[src/hdl/fpu_cfg.svh]
/* Sizes of the FPU subsystem. The queue depth must be a power of two because the
   queue pointers wrap naturally. It is also the credit count the core starts with */
`ifndef FPU_CFG_SVH
`define FPU_CFG_SVH

`define FPU_QUEUE_DEPTH 4   // Issue queue entries and initial credits
`define FPU_REG_COUNT   32  // Floating-point registers
`define FPU_DATA_WIDTH  64  // Double precision word

`endif

[src/hdl/fpu_pkg.sv]
/* Types shared by the FPU subsystem. Only the invalid bit of the flag vector is ever
   raised, because this subsystem has no arithmetic */
`include "fpu_cfg.svh"

package fpu_pkg;

    typedef logic [`FPU_DATA_WIDTH-1:0] fp_word_t;  // Double or integer word
    typedef logic [31:0]                inst_t;     // RISC-V instruction word
    typedef logic [4:0]                 reg_addr_t; // Register index
    typedef logic [4:0]                 fp_flags_t; // NV DZ OF UF NX
    typedef logic [9:0]                 class_mask_t; // FCLASS result bits

    // Operations dispatched to the lanes
    typedef enum logic [3:0] {
        SGNJ,
        SGNJN,
        SGNJX,
        MV_X,
        MV_D,
        CLASS,
        EQ,
        LT,
        LE,
        MIN,
        MAX,
        ILLEGAL
    } fp_op_e;

    typedef enum logic {
        IDLE,
        STALL
    } dec_state_e;

endpackage

[src/hdl/fpu_issue_queue.sv]
/* Instruction and operand FIFO behind the credit port. The core may only send while it
   holds a credit, so the queue never has to refuse a beat */
`timescale 1ns/10ps
`include "fpu_cfg.svh"

module fpu_issue_queue (
    input  logic               clk,
    input  logic               rst_n,
    input  logic               cp_valid,
    input  fpu_pkg::inst_t     cp_inst,
    input  fpu_pkg::fp_word_t  cp_data,
    input  logic               q_pop,
    output logic               q_valid,
    output fpu_pkg::inst_t     q_inst,
    output fpu_pkg::fp_word_t  q_data,
    output logic               cp_credit
);

    fpu_pkg::inst_t    inst_mem [`FPU_QUEUE_DEPTH];
    fpu_pkg::fp_word_t data_mem [`FPU_QUEUE_DEPTH];
    logic [$clog2(`FPU_QUEUE_DEPTH)-1:0] wr_ptr;
    logic [$clog2(`FPU_QUEUE_DEPTH)-1:0] rd_ptr;
    logic [$clog2(`FPU_QUEUE_DEPTH):0]   count;

    assign q_valid   = (count != '0);
    assign q_inst    = inst_mem[rd_ptr];
    assign q_data    = data_mem[rd_ptr];
    assign cp_credit = q_pop; // Every pop frees one slot

    always_ff @(posedge clk or negedge rst_n) begin
        if (!rst_n) begin
            wr_ptr <= '0;
            rd_ptr <= '0;
            count  <= '0;
        end else begin
            if (cp_valid) wr_ptr <= wr_ptr + 1'b1;
            if (q_pop) rd_ptr <= rd_ptr + 1'b1;
            if (cp_valid && !q_pop) count <= count + 1'b1;
            else if (!cp_valid && q_pop) count <= count - 1'b1;
        end
    end

    always_ff @(posedge clk) begin
        if (cp_valid) begin
            inst_mem[wr_ptr] <= cp_inst;
            data_mem[wr_ptr] <= cp_data;
        end
    end

    // The core overran its credits
    a_no_overflow: assert property (@(posedge clk) disable iff (!rst_n)
        cp_valid |-> (count < `FPU_QUEUE_DEPTH) || q_pop);
    a_no_underflow: assert property (@(posedge clk) disable iff (!rst_n)
        q_pop |-> q_valid);

endmodule

[config.mk]
export PLATFORM = sky130hd
export DESIGN_NAME = fpu_issue_queue
export DESIGN_NICKNAME = d
export VERILOG_FILES = /design/src/hdl/fpu_pkg.sv /design/src/hdl/fpu_issue_queue.sv
export VERILOG_INCLUDE_DIRS = /design/src /design/src/hdl
export SDC_FILE = /design/constraint.sdc
export NUM_CORES = 1
export LEC_CHECK = 0
export ABC_CLOCK_PERIOD_IN_PS = 4400
export BUFFER_PORTS_ARGS = -buffer_cell sky130_fd_sc_hd__buf_4
export CORE_MARGIN = 4
export CORE_UTILIZATION = 42
export DETAILED_ROUTE_END_ITERATION = 6
export GPL_TIMING_DRIVEN = 1
export PLACE_DENSITY = 0.58
export SETUP_SLACK_MARGIN = 0.3
export SLEW_MARGIN = 20
export SYNTH_ARGS = -nofsm -noshare
export SYNTH_HDL_FRONTEND = slang
export SYNTH_SLANG_ARGS = --single-unit
[constraint.sdc]
create_clock -name clk -period 4.4 [get_ports clk]
set_input_delay 0.22 -clock clk [delete_from_list [all_inputs] [get_ports clk]]
set_output_delay 0.22 -clock clk [all_outputs]
set_load 0.005 [all_outputs]
== Word level (Yosys, flattened, before mapping) ==
Memories as Yosys holds them, arrays and structs flattened.
Index checks and enable logic that the tools add are counted.
Cells by class
  add/subtract/negate cells: 4
  multiplexer cells: 4
  reduce and logical (&&, ||, !) cells: 6
Operators with widths (count)
  $mux W3: 2
  $add A2 B1 Y2 const B: 2
  $add A3 B1 Y3 const B: 1
  $reduce_bool A3 Y1: 1
  $sub A3 B1 Y3 const B: 1
  $logic_and A1 B1 Y1: 2
  $logic_not A1 Y1: 2
  $mux W1: 2
  $reduce_bool A2 Y1: 1
Storage, ports and cells
  register bits: 7
  bits in writable memories: 384
  input bits: 100
  logic and storage cells: 19
  memories: 2
Memory list
  data_mem: depth 4, bits a word 64, read ports 1, clocked after memory_dff 0, write ports 1, RTL line fpu_issue_queue.sv:20  | fpu_pkg::fp_word_t data_mem [`FPU_QUEUE_DEPTH];
  inst_mem: depth 4, bits a word 32, read ports 1, clocked after memory_dff 0, write ports 1, RTL line fpu_issue_queue.sv:19  | fpu_pkg::inst_t inst_mem [`FPU_QUEUE_DEPTH];

== Logic depth before layout (Yosys ltp) ==
Gate-level depths: netlist of the first run.
  depth after elaboration: 4
  mapped depth: 7
  depth with buffers taken out: 7

== Least setup slack after synthesis of the first run ==
Ideal clock, no wire load.
  path kind: flip-flop to flip-flop
  start point: register wr_ptr[0]
  end point: memory data_mem[0][0] (netlist name) (enable)
  setup time: 465 ps
  data arrival time: 2842 ps
  required time: 3935 ps
  setup slack: 1093 ps
  stages on the path, launching flop included: 4
  path buffers: 0
  period minus slack after synthesis: 3307 ps
  path through: dfrtp_1 inv_1 ha_1 and2_1
RTL lines
  start: declaration: RTL line fpu_issue_queue.sv:21  | logic [$clog2(`FPU_QUEUE_DEPTH)-1:0] wr_ptr;
  start signal: assignment: RTL line fpu_issue_queue.sv:36  | if (cp_valid) wr_ptr <= wr_ptr + 1'b1;
  end: declaration: RTL line fpu_issue_queue.sv:20
No word-level cell before the write port.

== Worst setup path in the final report of the first run ==
  start point: register rd_ptr[0]
  end point: output port q_data[28]
Between the ends
  longest elaborated chain between the ends: 1
Ends and longest elaborated chain
  start: declaration: RTL line fpu_issue_queue.sv:22  | logic [$clog2(`FPU_QUEUE_DEPTH)-1:0] rd_ptr;
  start signal: assignment: RTL line fpu_issue_queue.sv:37  | if (q_pop) rd_ptr <= rd_ptr + 1'b1;
  $mem_v2 Z4 W64
  end: declaration: RTL line fpu_issue_queue.sv:15  | output fpu_pkg::fp_word_t q_data,
No other way between the ends.

==> impl_metrics.xml, run 1 <==
<?xml version="1.0" encoding="UTF-8"?>
<metrics>
  <group name="run">
    <metric name="maxCapViolations" unit="">0</metric>
  </group>
  <group name="global_routing">
    <metric name="maximum_number_of_pins_on_one_net_before_global_route_repair" unit="">61</metric>
    <metric name="grt.overflow.total" unit="">0</metric>
    <metric name="grt_first_pass_wirelength" unit="µm">42370</metric>
    <metric name="number_of_antenna_violations_at_the_first_check_in_global_routing" unit="">1</metric>
    <metric name="grt.total_usage" unit="%">15.08</metric>
    <metric name="via_count_of_the_first_global_routing_pass" unit="">7409</metric>
  </group>
  <group name="clock_network">
    <metric name="path_clk_slew" unit="ns">0.06</metric>
    <metric name="post_cts.resized_instances" unit="">0</metric>
    <metric name="htreeDepth" unit="">2</metric>
    <metric name="worst_skew_pair_later_pin_latency" unit="ns">0.52</metric>
    <metric name="post-cts-setup-buffer-count" unit="">0</metric>
    <metric name="max-clock-path-buffers" unit="">3</metric>
    <metric name="tritoncts.num_buffers" unit="">41</metric>
    <metric name="hold_fix_buffers_cts" unit="">99</metric>
    <metric name="clock_tree_from_tritoncts" unit="">yes</metric>
    <metric name="cts.root.buffer_cell" unit="">sky130_fd_sc_hd__clkbuf_16</metric>
    <metric name="cts_num_sinks" unit="">391</metric>
  </group>
  <group name="sta">
    <metric name="report.final.hold_viol_count" unit="">0</metric>
    <metric name="rsz0062_at_grt" unit="">no</metric>
    <metric name="setup_viol" unit="">0</metric>
    <metric name="max_clock_freq" unit="MHz">343.5</metric>
    <metric name="final.period_utilization" unit="%">66.17</metric>
    <metric name="totalNegativeSetupSlack" unit="ns">0</metric>
    <metric name="clock_skew" unit="ns">0.01567</metric>
    <metric name="timing.slew.headroom" unit="%">43.56</metric>
    <metric name="timing_worst_slew_pin_value" unit="ns">0.8467</metric>
    <metric name="report.final.slew_viol_count" unit="">0</metric>
    <metric name="post-route-min-period" unit="ns">2.911</metric>
    <metric name="timing.final.ws_setup" unit="ns">1.489</metric>
  </group>
  <group name="pwr">
    <metric name="power.total" unit="mW">11.86</metric>
    <metric name="cellPowerDensity" unit="nW/µm²">638.1</metric>
    <metric name="ir_worst_vdd" unit="µV">358.2</metric>
    <metric name="cellLeakagePower" unit="nW">6.408</metric>
  </group>
  <group name="critical_path">
    <metric name="critPathLaunchType" unit="">register</metric>
    <metric name="worstPathBufferInverterCount" unit="">2</metric>
    <metric name="critical-path-max-stage-delay" unit="ns">0.94</metric>
    <metric name="worst_setup_path_startpoint" unit="">rd_ptr[0]</metric>
    <metric name="regToRegStartpoint" unit="">wr_ptr[0]</metric>
    <metric name="crit_path_top_delay_cell" unit="">sky130_fd_sc_hd__dfrtp_4</metric>
    <metric name="cpLargestDelayFamily" unit="">flip-flops</metric>
    <metric name="crit_fanout" unit="">46</metric>
    <metric name="timing.critical_path.required" unit="ns">4.18</metric>
    <metric name="crit_type" unit="">reg2out</metric>
    <metric name="element_type_at_the_critical_path_end" unit="">output pin</metric>
    <metric name="crit_path_cell_trace" unit="">buf_12 &gt; mux4_2 &gt; buf_4</metric>
    <metric name="cp.arrival" unit="ns">2.69</metric>
  </group>
  <group name="floorplanning">
    <metric name="die_area" unit="µm²">36880</metric>
    <metric name="die_width" unit="µm">192.0</metric>
    <metric name="initial_core_util" unit="%">42.53</metric>
    <metric name="num_io_pins" unit="">198</metric>
    <metric name="core.rowCount" unit="">67</metric>
    <metric name="core_area" unit="µm²">33450</metric>
    <metric name="die-height" unit="µm">192.0</metric>
  </group>
  <group name="placed_design">
    <metric name="cell_count_after_placement" unit="">1169</metric>
    <metric name="place.port_buffers" unit="">197</metric>
    <metric name="dpl_worst_slack" unit="ns">1.937</metric>
    <metric name="gpl.final_weighted_congestion" unit="">0.6842</metric>
    <metric name="detailedPlacementHpwl" unit="µm">16650</metric>
  </group>
  <group name="logic_synthesis">
    <metric name="commonest_register_cell_after_synthesis" unit="">sky130_fd_sc_hd__edfxtp_1</metric>
    <metric name="synth_enable_flop_cells" unit="">384</metric>
    <metric name="asyncSetResetFlopFracSynth" unit="%">1.790</metric>
    <metric name="instance_count_of_the_mapped_netlist" unit="">536</metric>
    <metric name="post_synth_main_area_contributors" unit="">sky130_fd_sc_hd__edfxtp_1, sky130_fd_sc_hd__mux4_2, sky130_fd_sc_hd__dfrtp_1, sky130_fd_sc_hd__ha_1, sky130_fd_sc_hd__buf_2</metric>
    <metric name="synth_area_leader_cell" unit="">sky130_fd_sc_hd__edfxtp_1</metric>
    <metric name="ys_seq_area_share" unit="%">82.29</metric>
    <metric name="synth_cell_types" unit="">19</metric>
    <metric name="yosysWarnings" unit="">0</metric>
    <metric name="post-synth-top-area-fraction" unit="%">81.06</metric>
    <metric name="syn_avg_cell_area" unit="µm²">26.54</metric>
    <metric name="synth.cell_area" unit="µm²">14220</metric>
    <metric name="synth_nets" unit="">642</metric>
    <metric name="ys_ff_latch" unit="">391</metric>
  </group>
  <group name="layout">
    <metric name="fillCellCount" unit="">2531</metric>
    <metric name="drive_gt1_share" unit="%">40.99</metric>
    <metric name="top_library_cells_by_usage_in_the_layout_fill_and_taps_aside" unit="">sky130_fd_sc_hd__edfxtp_1, sky130_fd_sc_hd__buf_4, sky130_fd_sc_hd__dlygate4sd3_1</metric>
    <metric name="final_nets" unit="">969</metric>
    <metric name="post_layout_nonfiller_instances" unit="">1342</metric>
    <metric name="area.growth.synth_to_final" unit="%">30.66</metric>
    <metric name="layout_commonest_cell" unit="">sky130_fd_sc_hd__edfxtp_1</metric>
  </group>
  <group name="worst_hold_path">
    <metric name="holdCritPathClass" unit="">in2async</metric>
  </group>
  <group name="detailed_routing">
    <metric name="drc_markers" unit="">0</metric>
    <metric name="routed_wirelength" unit="µm">27680</metric>
    <metric name="wire_per_inst" unit="µm">20.63</metric>
    <metric name="drtIter0Drc" unit="">330</metric>
    <metric name="post_drt_via_cell_ratio" unit="">4.956</metric>
    <metric name="ant_nets" unit="">0</metric>
    <metric name="firstDrtPassIters" unit="">4</metric>
    <metric name="via_count" unit="">6651</metric>
  </group>
  <group name="run_status">
    <metric name="result_of_the_run" unit="">completed</metric>
  </group>
</metrics>
[cell type report]
class / instances / area (µm²) / share of cell area, %
Sequential cell: 391 / 11710 / 63.02
Timing Repair Buffer: 307 / 2577 / 13.87
Multi-Input combinational cell: 118 / 2366 / 12.73
Clock buffer: 51 / 1064 / 5.722
Tap cell: 448 / 560.5 / 3.016
Clock inverter: 22 / 287.8 / 1.548
Inverter: 4 / 15.01 / 0.08078
Antenna cell: 1 / 2.502 / 0.01346
[sequential cells by signal (all words and copies together) (netlist names)]
signal / count
inst_mem: 128
data_mem: 256
count: 3
rd_ptr: 2
wr_ptr: 2
[worst paths after layout]
| path | endpoint | slack (ns) | cells past startpoint |
|---|---|---|---|
| worst max-delay path | q_data[28] | 1.49 | 3 |
| worst min-delay path | wr_ptr[1] | 0.06 | 2 |
| worst max register to register | data_mem[2][10] | 2.03 | 4 |
| worst min register to register | count[2] | 0.47 | 1 |
| max in group asynchronous | rd_ptr[0] | 4.18 | 2 |
| min in group clk | inst_mem[2][16] | 0.45 | 2 |
[metrics by stage]
step	instance area, µm²	util (%)	hold slack, ns
2_1_floorplan	14220	-	-0.07559
3_3_place_gp	16240	48.56	0.03493
3_5_place_dp	16240	48.56	0.03987
4_1_cts	18580	55.56	0.03663
5_1_grt	18590	55.57	0.04507
6_report	18590	55.57	0.06175
[worst reg2reg max path, cell delays in order, from the launching register on]
cell and delay, ns:
sky130_fd_sc_hd__dfrtp_1 0.42, sky130_fd_sc_hd__inv_1 0.11, sky130_fd_sc_hd__ha_1 0.17, sky130_fd_sc_hd__and2_4 0.70, sky130_fd_sc_hd__buf_4 0.59
[where the power goes]
part	total (mW)	internal, mW	switching, mW
combinational	3.21	1.80	1.40
sequential	5.22	4.87	0.350
clock	3.43	2.12	1.31
total	11.9	8.80	3.06
[logic make-up after synthesis]
logic type               synth area share (%)
AND/OR/NAND/NOR                        0.2991
buffers and inverters                   1.143
AO/OA/AOI/OAI                         0.03515
multiplexers                            15.28
XOR/XNOR                               0.3694
flip-flops                              82.29
adder cells (fa/ha/maj)                0.5805
[synthesized netlist by cell type (2+ instances only)]
| master | n |
|---|---|
| sky130_fd_sc_hd__edfxtp_1 | 384 |
| sky130_fd_sc_hd__mux4_2 | 96 |
| sky130_fd_sc_hd__buf_2 | 12 |
| sky130_fd_sc_hd__dfrtp_1 | 7 |
| sky130_fd_sc_hd__clkbuf_1 | 5 |
| sky130_fd_sc_hd__ha_1 | 5 |
| sky130_fd_sc_hd__and2_1 | 4 |
| sky130_fd_sc_hd__inv_1 | 4 |
| sky130_fd_sc_hd__xor2_1 | 4 |
| sky130_fd_sc_hd__buf_6 | 3 |
| sky130_fd_sc_hd__buf_4 | 2 |
| sky130_fd_sc_hd__nand2_1 | 2 |
| sky130_fd_sc_hd__xnor2_1 | 2 |
[per-layer routing]
| metal | vias to the layer above | routed length (µm) | GRT usage [%] |
|---|---|---|---|
| met5 | - | 0 | 0 |
| met4 | 0 | 687 | 4.498 |
| met3 | 45 | 1543 | 3.526 |
| met2 | 163 | 14340 | 26.05 |
| met1 | 3477 | 11110 | 19.19 |
| li1 | 2966 | - | - |
Note: power is estimated with default switching activity, not from simulation.
==> run 2: changes to the inputs <==
--- a/config.mk
+++ b/config.mk
@@ -6,13 +6,13 @@
 export SDC_FILE = /design/constraint.sdc
 export NUM_CORES = 1
 export LEC_CHECK = 0
-export ABC_CLOCK_PERIOD_IN_PS = 4400
+export ABC_CLOCK_PERIOD_IN_PS = 2550
 export BUFFER_PORTS_ARGS = -buffer_cell sky130_fd_sc_hd__buf_4
 export CORE_MARGIN = 4
 export CORE_UTILIZATION = 42
 export DETAILED_ROUTE_END_ITERATION = 6
 export GPL_TIMING_DRIVEN = 1
-export PLACE_DENSITY = 0.58
+export PLACE_DENSITY = 0.61
 export SETUP_SLACK_MARGIN = 0.3
 export SLEW_MARGIN = 20
 export SYNTH_ARGS = -nofsm -noshare
==> constraint.sdc (replaced) <==
create_clock -name clk -period 2.55 [get_ports clk]
set_input_delay 0.1275 -clock clk [delete_from_list [all_inputs] [get_ports clk]]
set_output_delay 0.1275 -clock clk [all_outputs]
set_load 0.005 [all_outputs]
==> run 2 against run 1 <==
Effect of this change: non-clock buffer count grew 20; sequential cell count unchanged; combinational power rose by 100%; first-iteration DRC count down 0.91%; highest routed layer unchanged.
==> impl_metrics.xml, run 2 (synthesized netlist as in run 1, its figures left out) <==
<?xml version="1.0" encoding="UTF-8"?>
<metrics>
  <group name="detailed_routing">
    <metric name="wire_per_inst" unit="µm">21.30</metric>
    <metric name="ant_nets" unit="">0</metric>
    <metric name="via_count" unit="">6749</metric>
    <metric name="drc_markers" unit="">0</metric>
    <metric name="post_drt_via_cell_ratio" unit="">4.955</metric>
    <metric name="drtIter0Drc" unit="">327</metric>
    <metric name="routed_wirelength" unit="µm">29020</metric>
    <metric name="firstDrtPassIters" unit="">5</metric>
  </group>
  <group name="floorplanning">
    <metric name="num_io_pins" unit="">198</metric>
    <metric name="core_area" unit="µm²">33450</metric>
    <metric name="die_area" unit="µm²">36880</metric>
    <metric name="initial_core_util" unit="%">42.53</metric>
    <metric name="die-height" unit="µm">192.0</metric>
    <metric name="die_width" unit="µm">192.0</metric>
    <metric name="core.rowCount" unit="">67</metric>
  </group>
  <group name="layout">
    <metric name="post-route-util" unit="%">56.17</metric>
    <metric name="drive_gt1_share" unit="%">41.93</metric>
    <metric name="largest_reg_flops" unit="">256</metric>
    <metric name="fillCellCount" unit="">2473</metric>
    <metric name="final_nets" unit="">988</metric>
    <metric name="top_register" unit="">data_mem</metric>
    <metric name="area.growth.synth_to_final" unit="%">32.08</metric>
    <metric name="top_library_cells_by_usage_in_the_layout_fill_and_taps_aside" unit="">sky130_fd_sc_hd__edfxtp_1, sky130_fd_sc_hd__buf_4, sky130_fd_sc_hd__dlygate4sd3_1</metric>
    <metric name="layout_commonest_cell" unit="">sky130_fd_sc_hd__edfxtp_1</metric>
    <metric name="layout_top_registers" unit="">data_mem: 256 flops, inst_mem: 128 flops, count: 3 flops</metric>
  </group>
  <group name="critical_path">
    <metric name="critPathLaunchType" unit="">register</metric>
    <metric name="crit_type" unit="">reg2out</metric>
    <metric name="r2r_slack" unit="ns">0.78</metric>
    <metric name="element_type_at_the_critical_path_end" unit="">output pin</metric>
    <metric name="worst_setup_path_startpoint" unit="">rd_ptr[0]</metric>
    <metric name="regToRegStartpoint" unit="">wr_ptr[1]</metric>
    <metric name="timing.critical_path.required" unit="ns">2.42</metric>
    <metric name="cp.arrival" unit="ns">2.01</metric>
    <metric name="crit_fanout" unit="">13</metric>
  </group>
  <group name="sta">
    <metric name="totalNegativeSetupSlack" unit="ns">0</metric>
    <metric name="report.final.hold_viol_count" unit="">0</metric>
    <metric name="setup_viol" unit="">0</metric>
    <metric name="timing_worst_slew_pin_value" unit="ns">0.3884</metric>
    <metric name="timing.slew.headroom" unit="%">74.02</metric>
    <metric name="fin_hold_ws" unit="ns">0.3509</metric>
    <metric name="timing.final.ws_setup" unit="ns">0.4133</metric>
    <metric name="rsz0062_at_grt" unit="">no</metric>
    <metric name="final.period_utilization" unit="%">83.79</metric>
    <metric name="post-route-min-period" unit="ns">2.137</metric>
    <metric name="max_clock_freq" unit="MHz">468.0</metric>
    <metric name="clock_skew" unit="ns">0.01065</metric>
    <metric name="report.final.slew_viol_count" unit="">0</metric>
  </group>
  <group name="clock_network">
    <metric name="path_clk_slew" unit="ns">0.06</metric>
    <metric name="tritoncts.num_buffers" unit="">40</metric>
    <metric name="htreeDepth" unit="">2</metric>
    <metric name="worst_skew_pair_later_pin_latency" unit="ns">0.52</metric>
    <metric name="cts.root.buffer_cell" unit="">sky130_fd_sc_hd__clkbuf_16</metric>
    <metric name="cts_num_sinks" unit="">391</metric>
    <metric name="max-clock-path-buffers" unit="">3</metric>
    <metric name="clock_tree_from_tritoncts" unit="">yes</metric>
  </group>
  <group name="placed_design">
    <metric name="gpl.final_weighted_congestion" unit="">0.7127</metric>
    <metric name="place.port_buffers" unit="">197</metric>
    <metric name="dpl_worst_slack" unit="ns">0.6526</metric>
    <metric name="detailedPlacementHpwl" unit="µm">17600</metric>
  </group>
  <group name="global_routing">
    <metric name="met3_usage" unit="%">3.326</metric>
    <metric name="grtUsageMet2" unit="%">27.39</metric>
    <metric name="maximum_number_of_pins_on_one_net_before_global_route_repair" unit="">50</metric>
    <metric name="grt.overflow.total" unit="">0</metric>
    <metric name="grt.total_usage" unit="%">15.89</metric>
    <metric name="grt.met1_usage" unit="%">20.96</metric>
    <metric name="grt_first_pass_wirelength" unit="µm">44460</metric>
    <metric name="number_of_antenna_violations_at_the_first_check_in_global_routing" unit="">2</metric>
    <metric name="grt.busiest_layer" unit="">met2</metric>
    <metric name="via_count_of_the_first_global_routing_pass" unit="">7541</metric>
  </group>
  <group name="pwr">
    <metric name="cellLeakagePower" unit="nW">6.510</metric>
    <metric name="share_comb_of_total_power" unit="%">31.7</metric>
    <metric name="internal_power" unit="mW">15.04</metric>
    <metric name="cellPowerDensity" unit="nW/µm²">1088</metric>
    <metric name="netSwitchingFraction" unit="%">26.45</metric>
    <metric name="clockPowerShare" unit="%">25.7</metric>
    <metric name="ir_worst_vdd" unit="µV">697.3</metric>
    <metric name="total_switching_power" unit="mW">5.408</metric>
    <metric name="seq_power_share" unit="%">42.6</metric>
    <metric name="power.total" unit="mW">20.45</metric>
  </group>
  <group name="worst_hold_path">
    <metric name="worstHoldStart" unit="">cp_inst[20]</metric>
    <metric name="holdCritPathClass" unit="">in2reg</metric>
  </group>
  <group name="run_status">
    <metric name="result_of_the_run" unit="">completed</metric>
  </group>
  <group name="run">
    <metric name="maxCapViolations" unit="">0</metric>
  </group>
</metrics>
-- run 2: cell types whose count changed in the layout (fill, tap and decap cells not counted), moves of 2 or more --
cell                         before  now
sky130_fd_sc_hd__bufinv_16        7    1
sky130_fd_sc_hd__buf_16           0    2
sky130_fd_sc_hd__clkinvlp_4       2    0
sky130_fd_sc_hd__diode_2          1    3
sky130_fd_sc_hd__buf_4          206  209
sky130_fd_sc_hd__buf_12           2   15
sky130_fd_sc_hd__clkinv_2         3    8
-- run 2: metrics by stage --
step | cells | instance area, µm²
2_1_floorplan | 536 | 14230
3_3_place_gp | 1179 | 16470
3_5_place_dp | 1179 | 16470
4_1_cts | 1354 | 18740
5_1_grt | 1361 | 18790
6_report | 1362 | 18790
-- run 2: worst paths after layout --
check,end,depth (start not counted)
worst max-delay path,q_inst[28],4
worst min register to register,count[2],1
worst max register to register,data_mem[1][50],4
min in group asynchronous,count[2],3
max in group asynchronous,rd_ptr[1],3
worst min-delay path,inst_mem[3][20],2
-- run 2: repair_timing --
| item | CTS | global route |
|---|---|---|
| hold buffers | 100 | 0 |
| hold endpoints to repair | 395 | 0 |
| gates resized for setup | 0 | 1 |
| buffers inserted | 4 | 5 |
| endpoints found under the setup margin | 92 | 6 |
-- run 2: power by group through the flow --
| stage | registers, mW | logic [mW] | clock network (mW) |
|---|---|---|---|
| 6_report | 8.70 | 6.49 | 5.26 |
| 5_1_grt | 8.80 | 7.00 | 5.70 |
| 4_1_cts | 8.76 | 6.60 | 5.41 |
| 3_5_place_dp | 9.03 | 6.08 | 0 |
| 3_3_place_gp | 8.94 | 6.01 | 0 |
| 2_1_floorplan | 8.74 | 3.25 | 0 |
-- run 2: metal layers --
| metal | part of all wire, % | vias up |
|---|---|---|
| met1 | 41 | 3525 |
| met5 | 0 | - |
| met4 | 1.8 | 0 |
| li1 | - | 3006 |
| met2 | 52 | 183 |
| met3 | 5.6 | 35 |
-- run 2: area by class of cell --
class                      instances  area (µm²)  area share [%]
antenna                            3       7.507         0.03996
clock buffer                      51        1064           5.661
clock inverter                    20       121.4          0.6460
inverter                           4       15.01         0.07991
multi-input combinational        118        2366           12.59
sequential                       391       11710           62.35
tap                              448       560.5           2.983
timing repair buffer             327        2940           15.65
-- run 2: worst max-delay path, stage by stage, from the launching register on --
cell	delay (ns)
sky130_fd_sc_hd__dfrtp_4	0.44
sky130_fd_sc_hd__buf_12	0.16
sky130_fd_sc_hd__buf_12	0.17
sky130_fd_sc_hd__mux4_2	0.56
sky130_fd_sc_hd__buf_4	0.16
