<file path="config.mk">
export PLATFORM = sky130hd
export DESIGN_NAME = fpu_decoder
export DESIGN_NICKNAME = d
export VERILOG_FILES = /design/src/hdl/fpu_pkg.sv /design/src/hdl/fpu_decoder.sv
export VERILOG_INCLUDE_DIRS = /design/src /design/src/hdl
export SDC_FILE = /design/constraint.sdc
export NUM_CORES = 1
export LEC_CHECK = 0
export BUFFER_PORTS_ARGS = -buffer_cell sky130_fd_sc_hd__buf_2
export CAP_MARGIN = 20
export CORE_MARGIN = 4
export CORE_UTILIZATION = 40
export DETAILED_ROUTE_END_ITERATION = 8
export GPL_ROUTABILITY_DRIVEN = 0
export HOLD_SLACK_MARGIN = 0.05
export PLACE_DENSITY = 0.7
export SETUP_SLACK_MARGIN = 0.4
export SKIP_CTS_REPAIR_TIMING = 1
export SLEW_MARGIN = 10
export SYNTH_ARGS = -nofsm -noshare
export SYNTH_HDL_FRONTEND = slang
export SYNTH_SLANG_ARGS = --single-unit
</file>
<file path="constraint.sdc">
create_clock -name clk -period 21.2 [get_ports clk]
set_clock_uncertainty 0.15 [all_clocks]
set_input_delay 1.06 -clock clk [delete_from_list [all_inputs] [get_ports clk]]
set_output_delay 1.06 -clock clk [all_outputs]
set_load 0.05 [all_outputs]
</file>
<file path="src/hdl/fpu_cfg.svh">
/* Sizes of the FPU subsystem. The queue depth must be a power of two because the
   queue pointers wrap naturally. It is also the credit count the core starts with */
`ifndef FPU_CFG_SVH
`define FPU_CFG_SVH

`define FPU_QUEUE_DEPTH 4   // Issue queue entries and initial credits
`define FPU_REG_COUNT   32  // Floating-point registers
`define FPU_DATA_WIDTH  64  // Double precision word

`endif

</file>
<file path="src/hdl/fpu_pkg.sv">
/* Types shared by the FPU subsystem. Only the invalid bit of the flag vector is ever
   raised, because this subsystem has no arithmetic */
`include "fpu_cfg.svh"

package fpu_pkg;

    typedef logic [`FPU_DATA_WIDTH-1:0] fp_word_t;  // Double or integer word
    typedef logic [31:0]                inst_t;     // RISC-V instruction word
    typedef logic [4:0]                 reg_addr_t; // Register index
    typedef logic [4:0]                 fp_flags_t; // NV DZ OF UF NX
    typedef logic [9:0]                 class_mask_t; // FCLASS result bits

    // Operations dispatched to the lanes
    typedef enum logic [3:0] {
        SGNJ,
        SGNJN,
        SGNJX,
        MV_X,
        MV_D,
        CLASS,
        EQ,
        LT,
        LE,
        MIN,
        MAX,
        ILLEGAL
    } fp_op_e;

    typedef enum logic {
        IDLE,
        STALL
    } dec_state_e;

endpackage

</file>
<file path="src/hdl/fpu_decoder.sv">
/* In-order decode and dispatch of D-extension compare, sign and move instructions.
   Anything else is popped and dropped; integer destinations are not tracked */
`timescale 1ns/10ps
`include "fpu_cfg.svh"

module fpu_decoder (
    input  logic               clk,
    input  logic               rst_n,
    input  logic               q_valid,
    input  fpu_pkg::inst_t     q_inst,
    input  fpu_pkg::fp_word_t  q_data,
    output logic               q_pop,
    output fpu_pkg::reg_addr_t rs1_addr,
    output fpu_pkg::reg_addr_t rs2_addr,
    input  fpu_pkg::fp_word_t  rs1_data,
    input  fpu_pkg::fp_word_t  rs2_data,
    input  logic               wr_en,
    input  fpu_pkg::reg_addr_t wr_addr,
    output logic               sign_go,
    output logic               cmp_go,
    output fpu_pkg::fp_op_e    op,
    output fpu_pkg::reg_addr_t rd,
    output fpu_pkg::fp_word_t  opa,
    output fpu_pkg::fp_word_t  opb
);

    fpu_pkg::fp_op_e     dec_op;
    fpu_pkg::dec_state_e state;
    fpu_pkg::reg_addr_t  dec_rd;
    logic [`FPU_REG_COUNT-1:0] busy; // Pending FP writes
    logic use_rs1, use_rs2, fp_dest, is_sign, is_cmp, hazard;

    assign rs1_addr = q_inst[19:15];
    assign rs2_addr = q_inst[24:20];
    assign dec_rd   = q_inst[11:7];

    always_comb begin
        dec_op = fpu_pkg::ILLEGAL;
        if (q_inst[6:0] == 7'b1010011) begin // OP-FP, fmt D in funct7[1:0]
            case (q_inst[31:25])
                7'b0010001: case (q_inst[14:12])
                    3'b000: dec_op = fpu_pkg::SGNJ;
                    3'b001: dec_op = fpu_pkg::SGNJN;
                    3'b010: dec_op = fpu_pkg::SGNJX;
                    default: ;
                endcase
                7'b0010101: case (q_inst[14:12])
                    3'b000: dec_op = fpu_pkg::MIN;
                    3'b001: dec_op = fpu_pkg::MAX;
                    default: ;
                endcase
                7'b1010001: case (q_inst[14:12])
                    3'b010: dec_op = fpu_pkg::EQ;
                    3'b001: dec_op = fpu_pkg::LT;
                    3'b000: dec_op = fpu_pkg::LE;
                    default: ;
                endcase
                7'b1110001: if (rs2_addr == '0) begin
                    if (q_inst[14:12] == 3'b000) dec_op = fpu_pkg::MV_X;
                    else if (q_inst[14:12] == 3'b001) dec_op = fpu_pkg::CLASS;
                end
                7'b1111001: if (rs2_addr == '0 && q_inst[14:12] == 3'b000) begin
                    dec_op = fpu_pkg::MV_D;
                end
                default: ;
            endcase
        end
    end

    assign is_sign = dec_op inside {fpu_pkg::SGNJ, fpu_pkg::SGNJN, fpu_pkg::SGNJX,
                                    fpu_pkg::MV_X, fpu_pkg::MV_D, fpu_pkg::CLASS};
    assign is_cmp  = dec_op inside {fpu_pkg::EQ, fpu_pkg::LT, fpu_pkg::LE,
                                    fpu_pkg::MIN, fpu_pkg::MAX};
    assign use_rs1 = is_cmp || (is_sign && dec_op != fpu_pkg::MV_D);
    assign use_rs2 = is_cmp || dec_op inside {fpu_pkg::SGNJ, fpu_pkg::SGNJN, fpu_pkg::SGNJX};
    assign fp_dest = dec_op inside {fpu_pkg::SGNJ, fpu_pkg::SGNJN, fpu_pkg::SGNJX,
                                    fpu_pkg::MV_D, fpu_pkg::MIN, fpu_pkg::MAX};

    // Sign lane would finish together with the compare just dispatched
    assign hazard = (use_rs1 && busy[rs1_addr]) || (use_rs2 && busy[rs2_addr])
                  || (fp_dest && busy[dec_rd]) || (is_sign && cmp_go);
    assign q_pop  = q_valid && !hazard;

    always_ff @(posedge clk or negedge rst_n) begin
        if (!rst_n) begin
            busy    <= '0;
            sign_go <= 1'b0;
            cmp_go  <= 1'b0;
            state   <= fpu_pkg::IDLE;
        end else begin
            sign_go <= q_pop && is_sign;
            cmp_go  <= q_pop && is_cmp;
            state   <= (q_valid && hazard) ? fpu_pkg::STALL : fpu_pkg::IDLE;
            if (wr_en) busy[wr_addr] <= 1'b0;
            if (q_pop && fp_dest) busy[dec_rd] <= 1'b1;
        end
    end

    always_ff @(posedge clk) begin
        if (q_pop) begin
            op  <= dec_op;
            rd  <= dec_rd;
            opa <= (dec_op == fpu_pkg::MV_D) ? q_data : rs1_data; // FMV.D.X reads the core
            opb <= rs2_data;
        end
    end

    a_one_lane: assert property (@(posedge clk) disable iff (!rst_n) !(sign_go && cmp_go));
    // A stall ends once the slowest lane has written back
    a_stall_bounded: assert property (@(posedge clk) disable iff (!rst_n)
        state == fpu_pkg::STALL |-> ##[1:4] state == fpu_pkg::IDLE);

endmodule

</file>
# Word-level counts from Yosys, hierarchy flattened
# Cells that the tools add are included.
# classes
bitwise,3
n_reduce_logical,25
n_eq_ne,19
muxes,22
order_cmp,6
# op_table
operator,count
$mux 32,2
$mux 64,1
$and 32x32->32,1
$not 32->32,1
$or 32x32->32,1
$eq 7x7->1 const B,4
$lt 5x6->1 const B,4
$pmux 4 s3,2
$mux 4,5
$pmux 4 s5,1
$eq 4x3->1 const B,4
$bmux 1 s5,3
$eq 7x5->1 const B,2
$eq 4x4->1 const B,3
$logic_and 1x1->1,12
$reduce_bool 6->1,2
$demux 1 s5,2
$ge 5x1->1 const B,2
$eq 4x2->1 const B,2
$logic_not 5->1,1
$logic_or 1x1->1,5
$mux 1,5
$reduce_bool 5->1,1
$eq 4x1->1 const B,1
8 further kinds,8
# word_totals
ff_bits,171
in_bits,233

# Depth between registers and ports, before layout
# Gate-level depths: netlist (run 1).
# depth
ltp_word,18
depth_mapped,10
ltp_nobuf,8

# Least setup slack after synthesis (run 1)
# OpenSTA, ideal clock, no wires.
# synth_timing
kind,input to output
start,input q_inst[28]
end,output q_pop
slack_ps,6159
n_path_buf,1
stages,7
required_ps,19990
arrival_time_ps,13831
cell_sequence,or4b_4 -> nor4_4 -> a41oi_1 -> o311ai_1 -> nand3_1 -> buf_2 -> a211oi_1
# synth_via
elab_chain_cells,13
# synth_rtl
item,line_no,text
from (decl),fpu_decoder.sv:10,"input fpu_pkg::inst_t q_inst,"
$eq 7x7->1 or $eq 7x5->1 (tied branches),fpu_decoder.sv:40,case (q_inst[31:25])
$pmux 4 s5 *,fpu_decoder.sv:40,
$mux 4 *,fpu_decoder.sv:39,if (q_inst[6:0] == 7'b1010011) begin
"$eq 4x1->1, or another cell as far along","fpu_decoder.sv:70, fpu_decoder.sv:75, fpu_decoder.sv:76",
$reduce_bool 6->1,fpu_decoder.sv:70,"assign is_sign = dec_op inside {fpu_pkg::SGNJ, fpu_pkg::SGNJN, fpu_pkg::SGNJX,"
$logic_and 1x1->1,fpu_decoder.sv:74,assign use_rs1 = is_cmp || (is_sign && dec_op != fpu_pkg::MV_D);
$logic_or 1x1->1,fpu_decoder.sv:74,
$logic_and 1x1->1,fpu_decoder.sv:80,assign hazard = (use_rs1 && busy[rs1_addr]) || (use_rs2 && busy[rs2_addr])
$logic_or 1x1->1,fpu_decoder.sv:80,
$logic_or 1x1->1,fpu_decoder.sv:81,|| (fp_dest && busy[dec_rd]) || (is_sign && cmp_go);
$logic_or 1x1->1 *,fpu_decoder.sv:81,
$logic_not 1->1 *,fpu_decoder.sv:82,assign q_pop = q_valid && !hazard;
$logic_and 1x1->1 *,fpu_decoder.sv:82,
to (decl),fpu_decoder.sv:12,"output logic q_pop,"
# Mark *: on every way between the ends. The rest lies on a longest branch, timed or not.

# Worst setup path after layout (run 1)
# Ends and elaborated chain as after synthesis.

==> flow_summary.yaml, run 1 <==
status:
  run_status: "completed"
grt:
  grt_pass1_wl_um: 41400
  antenna_found_initial: 5
  grt_pass1_vias: 6488
  grt_max_degree: 73
  grtUsageTotal: 0.236
  grt.overflow.total: 0
floorplanning:
  placementRows: 52
  die_h_um: 152
  core-area_um2: 20400
  chipWidth_um: 152
  dieArea_um2: 23200
  num_io_pins: 383
  initial_core_util: 0.410
cells_and_area:
  nets: 1194
  areaGrowthSynthToFinish_pct: 32.0
  drive_above_1_share: 0.562
  multi_input_area_um2: 3120
  fillers: 1764
  ff_latch_area_um2: 4960
route:
  wl_met2_um: 14100
  drtIter0Drc: 497
  wl_met3_um: 2560
  routedWlPerCell_um: 22.9
  ant_nets: 0
  m1WireLength_um: 11500
  drc: 0
  vias: 6661
  vias_per_cell: 5.35
  dr.pass1.iters: 5
  dr.max_layer_used: "met5"
  routed_wl_um: 28500
yosys:
  yosys.cell_count.top_type: "edfxtp_1"
  synth_top_flop_cell: "edfxtp_1"
  yosysUniqueCellTypes: 65
  netlist_area_um2: 8350
  async_reset_ff_frac: 0.199
  synth.top_cell.area_share: 0.493
  synth_common_cells: "137 x edfxtp_1, 64 x mux2_2, 47 x nand2_1, 36 x o21ai_0"
  ys_warn_count: 0
  syn_avg_cell_area_um2: 14.0
  yosysTopAreaCell: "edfxtp_1"
  synth_edf_count: 137
  synthCells: 595
  ys_ff_latch: 171
  ys_top_cells_by_area: "edfxtp_1 49%, dfrtp_1 10%, mux2_2 8.6%"
  synth_nets: 828
  ys_seq_area_frac: 0.595
sta:
  finalHoldViolations: 0
  rsz0062_at_grt: "false"
  finalCriticalPeriod_ns: 5.73
  max_freq_mhz: 175
  setup_viol: 0
  finalSetupTns_ns: 0
  relSlewSlack: 0.396
  fin_crit_sh: 0.270
  maxSlewViolCount: 0
  tightest_slew_ns: 0.905
power_and_ir_drop:
  p_per_area_nw_per_um2: 80.4
  total_power_mw: 0.886
  p_leak_nw: 4.62
  vdd_drop_max_uv: 52.9
critical_path:
  start_kind: "input port"
  critPathRequiredTime_ns: 19.99
  crit_type: "input port to output pin"
  critPathMaxFanout: 72
  crit_buf_inv: 4
  cpPeakStageDelay_ns: 0.73
  slowest_stage: "buf_4"
  cp_num_cells: 11
  r2r_cells: 9
  path_cells: "buf_2, or4b_4, nor4_4, a41oi_2, or2_0, a21oi_2, a311oi_4, buf_4, a211oi_4, buf_4, buf_2"
  cp_top_family: "buffers and inverters"
  critPathArrivalTime_ns: 4.52
  end_kind: "output pin"
clocking:
  cts_tree: "yes"
  cts-root-buf: "clkbuf_16"
  path_clk_slew_ns: 0.06
  cts_max_path_buffers: 2
  cts.sinks: 171
  htree_levels: 4
  clock_latency_ns: 0.43
  numCtsBuffers: 17
place:
  post-dp-hpwl_um: 22200
  portBuffers: 382
hold_path:
  hold-path-cell-count: 2
  min_path_type: "flop to flop"
job:
  cap_violations: 0
-- flip-flops by register name, indices dropped and copies added (netlist names) --
name	cells
op	4
cmp_go	1
busy	32
opb	64
rd	5
opa	64
sign_go	1
-- through the flow --
step                instance area, um2  hold WS, ns  utilization  setup WS [ns]  instances
finish                           11000        0.436        0.541          15.47       1244
global route                     11000        0.474        0.541          15.25       1244
CTS                              11000        0.429        0.541          15.45       1243
detailed placement               10400        0.418        0.511          15.46       1212
global placement                 10400        0.400        0.511          15.48       1212
floorplan                         8350        0.355            -           6.16        595
-- layer usage --
layer / vias to the layer above / track usage
met5: - / 0
li1: 3067 / -
met1: 3229 / 0.314
met3: 28 / 0.0744
met4: 8 / 0.0450
met2: 329 / 0.386
-- tightest hold or removal path: cells and delay by family (launching register included) --
kind | cells | cell delay, ns
compound gates | 2 | 0.17
flops | 1 | 0.38
-- area by class of cell --
class | count | share of cell area
Multi-Input combinational cell | 378 | 0.283
Clock inverter | 13 | 0.0164
Timing Repair Buffer | 389 | 0.178
Tap cell | 270 | 0.0307
Antenna cell | 1 | 0.000227
Clock buffer | 18 | 0.0390
Sequential cell | 171 | 0.451
Inverter | 4 | 0.00136
-- where the power goes --
| group | switching [mW] | internal [mW] | leakage (nW) |
|---|---|---|---|
| clock network | 0.137 | 0.189 | 0.292 |
| logic | 0.126 | 0.0415 | 2.51 |
| registers | 0.00553 | 0.387 | 1.82 |
-- final timing paths --
kind,startpoint,to,slack [ns]
worst min-delay path,busy[3],busy[3],0.44
max in group asynchronous,rst_n,busy[6],19.75
worst max register to register,busy[4],opa[15],16.85
min in group asynchronous,rst_n,busy[24],0.59
worst min register to register,busy[3],busy[3],0.44
worst max-delay path,q_inst[28],q_pop,15.47
-- placed cells by master (no fill, tap or decap), types with 7 or more instances in the layout --
master	instances
nor2_1	12
nor2b_1	10
dfrtp_1	34
edfxtp_1	137
o21ai_0	36
clkbuf_16	17
mux4_2	8
o31ai_2	29
o22ai_1	7
nand3_1	12
a22oi_1	8
buf_2	382
buf_4	7
nor3_1	34
mux2i_1	28
nand2_1	47
nand3b_1	9
mux2_2	64
-- cell families after synthesis --
group,after synthesis,share of synthesized area
mux,100,0.141
buf+inv,46,0.0351
flops,171,0.595
simple gates,161,0.109
xor+xnor,2,0.00210
compound gates,115,0.118
No activity file was read; power rests on OpenSTA's default activity.
==> run 2: changes to the inputs <==
clock period = 5.7 ns   (was 21.2 ns; I/O delays follow)
==> run 2 against run 1 <==
Net effect:
- non-clock buffer count grew 179
- register-to-register slack got worse by 14 ns
- final area grew 17%
- clock power grew to 3.8 times the previous value
- die area did not move
- setup slack got worse by 14 ns
- via count increased by 16%
- largest cell class unchanged
- routed wire length rose by 13%
- combinational power grew to 4.4 times the previous value
==> flow_summary.yaml, run 2 (same netlist as run 1, synthesis figures left out) <==
sta:
  finalHoldViolations: 0
  max_freq_mhz: 252
  tightest_slew_ns: 0.965
  setup_slack_ns: 1.73
  relSlewSlack: 0.357
  rsz0062_at_grt: "false"
  finalSetupTns_ns: 0
  fin_crit_sh: 0.697
  finalCriticalPeriod_ns: 3.97
  maxSlewViolCount: 0
  hold_ws_ns: 0.0564
  setup_viol: 0
power_and_ir_drop:
  vdd_drop_max_uv: 200
  p_switching_mw: 1.05
  p_int_mw: 2.38
  pwr-share-comb: 0.214
  p_per_area_nw_per_um2: 267
  p_leak_nw: 5.37
  swShare: 0.306
  seqPwrFrac: 0.427
  clkPwrFrac: 0.359
critical_path:
  critPathArrivalTime_ns: 3.54
  start_kind: "input port"
  end_kind: "output pin"
  critPathRequiredTime_ns: 5.27
  crit_type: "input port to output pin"
  critPathMaxFanout: 62
clocking:
  clock_latency_ns: 0.42
  cts.sinks: 171
  numCtsBuffers: 17
  cts_tree: "yes"
  htree_levels: 4
  cts-root-buf: "clkbuf_16"
  path_clk_slew_ns: 0.06
  cts_max_path_buffers: 2
route:
  routedWlPerCell_um: 22.5
  dr.pass1.iters: 5
  vias_per_cell: 5.40
  routed_wl_um: 32200
  drc: 0
  vias: 7723
  ant_nets: 0
  drtIter0Drc: 689
place:
  portBuffers: 382
  post-dp-hpwl_um: 22300
  post-place-cells: 1212
  place_ws_ns: 1.73
hold_path:
  min_path_type: "input port to flop"
grt:
  grt_pass1_wl_um: 40600
  grt.overflow.total: 0
  antenna_found_initial: 6
  grt_pass1_vias: 6434
  grtUsageTotal: 0.231
  grt_max_degree: 77
floorplanning:
  chipWidth_um: 152
  placementRows: 52
  dieArea_um2: 23200
  initial_core_util: 0.410
  core-area_um2: 20400
  num_io_pins: 383
  die_h_um: 152
status:
  run_status: "completed"
cells_and_area:
  fin_util: 0.630
  areaGrowthSynthToFinish_pct: 53.7
  drive_above_1_share: 0.474
  top_regs: "opa x64, opb x64, busy x32"
  final_common_cell: "buf_2"
  stdcell_count: 1430
  layout_common_cells: "382 x buf_2, 179 x dlygate4sd3_1, 137 x edfxtp_1"
  nets: 1373
job:
  cap_violations: 0
## run 2: stage by stage
| step | power [mW] | instance area (um2) |
|---|---|---|
| after global routing | 3.53 | 12800 |
| after detailed placement | 2.11 | 10400 |
| final | 3.42 | 12800 |
| after CTS | 3.33 | 11000 |
| after floorplan | 1.89 | 8370 |
| after global placement | 2.11 | 10400 |
## run 2: path summary, 6_finish.rpt
path	endpoint	cells past startpoint	slack, ns	start
setup / recovery	q_pop	10	1.73	q_inst[28]
hold / removal	opa[6]	2	0.06	q_data[6]
setup reg to reg	opa[3]	7	2.36	busy[4]
hold reg to reg	busy[4]	2	0.43	busy[4]
max in group asynchronous	cmp_go	2	4.50	rst_n
min in group asynchronous	busy[29]	2	0.36	rst_n
## run 2: power by group through the flow
stage	Combinational [mW]	Sequential [mW]	Clock (mW)
global route	0.759	1.47	1.30
detailed placement	0.624	1.49	0
CTS	0.625	1.46	1.24
global placement	0.621	1.48	0
floorplan	0.125	1.77	0
finish	0.732	1.46	1.23
## run 2: final cells by class
| class | count | area, um2 |
|---|---|---|
| fill | 1517 | 7530 |
| sequential | 171 | 4960 |
| timing repair buffer | 568 | 3760 |
| multi-input combinational | 378 | 3130 |
| clock buffer | 19 | 433 |
| tap | 270 | 338 |
| clock inverter | 13 | 181 |
| antenna | 7 | 17.5 |
| inverter | 4 | 15.0 |
## run 2: layer usage
layer | track usage | wire (um) | share of wire
met5 | 0 | 7 | 0.00022
met3 | 0.0656 | 2420 | 0.075
met2 | 0.363 | 16200 | 0.50
met1 | 0.312 | 12800 | 0.40
met4 | 0.0768 | 761 | 0.024
## run 2: worst max-delay path, cell delays in order
cell and delay, ns:
buf_2 0.13, or4b_4 0.56, nor4_4 0.31, a41oi_2 0.09, o2111ai_1 0.32, o311ai_4 0.15, buf_4 0.27, a211oi_4 0.31
buf_4 0.66, buf_2 0.40
==> run 3: changes to the inputs <==
ABC_AREA = 1   (was default)
PLACE_DENSITY = 0.73   (was 0.7)
clock period = 3.2 ns   (was 5.7 ns; I/O delays follow)
==> run 3 against run 2 <==
Net effect:
- synthesized area rose by 1.0%
- synthesized cell count rose by 30%
- largest power group unchanged
- register-to-register slack got worse by 1.7 ns
- power rose by 77%
- cell count rose by 15%
- die area rose by 0.99%
==> flow_summary.yaml, run 3 <==
power_and_ir_drop:
  p_leak_nw: 6.03
  p_per_area_nw_per_um2: 460
  vdd_drop_max_uv: 341
floorplanning:
  chipWidth_um: 153
  initial_core_util: 0.412
  num_io_pins: 383
  core-area_um2: 20500
  die_h_um: 153
  dieArea_um2: 23500
  placementRows: 52
grt:
  grt_pass1_vias: 7054
  grt.overflow.total: 0
  grt_pass1_wl_um: 41500
  grtUsageTotal: 0.231
  antenna_found_initial: 6
  grt_max_degree: 90
yosys:
  synthCells: 772
  yosys.cell_count.top_type: "edfxtp_1"
  synth_nets: 1005
  synth_top_flop_cell: "edfxtp_1"
  synth.top_cell.area_share: 0.488
  ys_warn_count: 0
  async_reset_ff_frac: 0.199
  yosysTopAreaCell: "edfxtp_1"
  syn_avg_cell_area_um2: 10.9
  netlist_area_um2: 8440
  synth_common_cells: "137 x edfxtp_1, 114 x inv_1, 102 x nand2_1, 64 x mux2i_1, 64 x o21ai_0"
  ys_top_cells_by_area: "edfxtp_1 49%, dfrtp_1 10%, mux2i_1 7.6%"
  ys_seq_area_frac: 0.589
  synth_edf_count: 137
  ys_ff_latch: 171
  yosysUniqueCellTypes: 35
sta:
  finalCriticalPeriod_ns: 2.75
  relSlewSlack: 0.464
  setup_viol: 0
  hold_ws_ns: 0.0591
  maxSlewViolCount: 0
  rsz0062_at_grt: "false"
  fin_crit_sh: 0.861
  finalSetupTns_ns: 0
  tightest_slew_ns: 0.805
  max_freq_mhz: 363
  finalHoldViolations: 0
route:
  ant_nets: 0
  drc: 0
  drtIter0Drc: 724
  dr.pass1.iters: 6
  vias: 8431
  routed_wl_um: 33600
  vias_per_cell: 5.14
  routedWlPerCell_um: 20.5
cells_and_area:
  drive_above_1_share: 0.362
  fillers: 1532
  layout_common_cells: "381 x buf_2, 200 x dlygate4sd3_1, 137 x edfxtp_1"
  nets: 1586
  final_common_cell: "buf_2"
  fin_util: 0.643
  top_regs: "opa x64, opb x64, busy x32"
  areaGrowthSynthToFinish_pct: 56.3
critical_path:
  path_cells: "buf_2, nor2_4, nand3_4, o21ai_2, nand2_2, nor3b_2, nand4_2, nor2_8, buf_12, mux2i_1, dlygate4sd3_1, inv_1"
  reg2reg_to: "opa[11]"
  cpPeakStageDelay_ns: 0.57
  end_kind: "flop"
  critPathMaxFanout: 42
  slowest_stage: "dlygate4sd3_1"
  reg2reg_slack_ns: 0.63
  start_kind: "input port"
  crit_type: "input port to flop"
  r2r_cells: 15
  cp_top_family: "buffers and inverters"
  critPathArrivalTime_ns: 2.80
  r2r_start: "busy[22]"
  crit_buf_inv: 4
  critPathRequiredTime_ns: 3.24
hold_path:
  min_to: "busy[29]"
  min_path_type: "input port to flop"
  hold-path-cell-count: 4
  worstHoldStart: "wr_addr[3]"
clocking:
  numCtsBuffers: 17
  cts-root-buf: "clkbuf_16"
  clock_latency_ns: 0.43
  cts_max_path_buffers: 2
  path_clk_slew_ns: 0.08
  htree_levels: 4
  cts.sinks: 171
  cts_tree: "yes"
status:
  run_status: "completed"
place:
  post-dp-hpwl_um: 22500
  portBuffers: 382
job:
  cap_violations: 0
[run 3: changes by cell type after synthesis, sizes merged, moves of 32 or more]
cell and delta:
nor2 +47, nand2 +62, nand3 +73, mux2i +36, o31ai -32, mux2 -64
inv +117, o21ai +33
[run 3: worst max path at each step]
stage	cells past startpoint	endpoint	start
after detailed placement	17	q_pop	q_inst[28]
final	12	opa[10]	q_inst[20]
after floorplan	12	op[0]	q_inst[21]
after CTS	13	q_pop	busy[21]
after global routing	12	opa[4]	q_inst[20]
after global placement	11	opa[6]	q_inst[20]
[run 3: logic make-up (layout without fill, tap and decap cells)]
logic type,after synthesis,count (layout),synth area share
AND/OR/NAND/NOR,275,275,0.178
flip-flops,171,171,0.589
buffers and inverters,156,750,0.0900
AO/OA/AOI/OAI,106,106,0.0670
multiplexers,64,64,0.0759
other,0,5,0
[run 3: layout make-up]
class	instances	area [um2]	share of cell area
repair buffers	596	4110	0.311
multi-input cells	445	2710	0.206
flip-flops and latches	171	4960	0.376
well taps	270	338	0.0256
inverters	122	458	0.0347
clock inverters	15	173	0.0131
clock buffers	17	425	0.0323
diodes	5	12.5	0.000949
[run 3: layer usage]
metal	share of wire	GRT usage	vias to the layer above
met5	0.00021	0	-
met1	0.36	0.281	4031
met4	0.031	0.0607	2
met3	0.066	0.0517	92
li1	-	-	3806
met2	0.54	0.414	500
[run 3: metrics by stage]
step / worst slack (ns) / power [mW] / instance area (um2) / cells
floorplan: 0.435 / 3.37 / 8440 / 772
global placement: 0.589 / 3.74 / 10500 / 1400
detailed placement: 0.525 / 3.76 / 10500 / 1400
CTS: 0.249 / 5.84 / 11100 / 1432
global route: 0.331 / 6.26 / 13200 / 1641
finish: 0.445 / 6.07 / 13200 / 1641
[run 3: worst reg2reg max path, cell delays in order, from the launching register on]
cell     delay (ns)
dfrtp_1        0.42
inv_1          0.10
nand2_1        0.05
o21ai_0        0.08
nand2_1        0.06
nand3_1        0.11
nand3_1        0.08
nand2_1        0.07
nand2_1        0.04
nand2_1        0.06
inv_1          0.03
nand2_1        0.09
nand3_4        0.11
nor2_8         0.16
buf_4          0.13
buf_12         0.32
[run 3: power breakdown]
part,internal [mW],leakage (nW),switching (mW)
registers,2.56,1.82,0.0542
logic,0.436,3.93,0.908
clock network,1.06,0.286,1.05
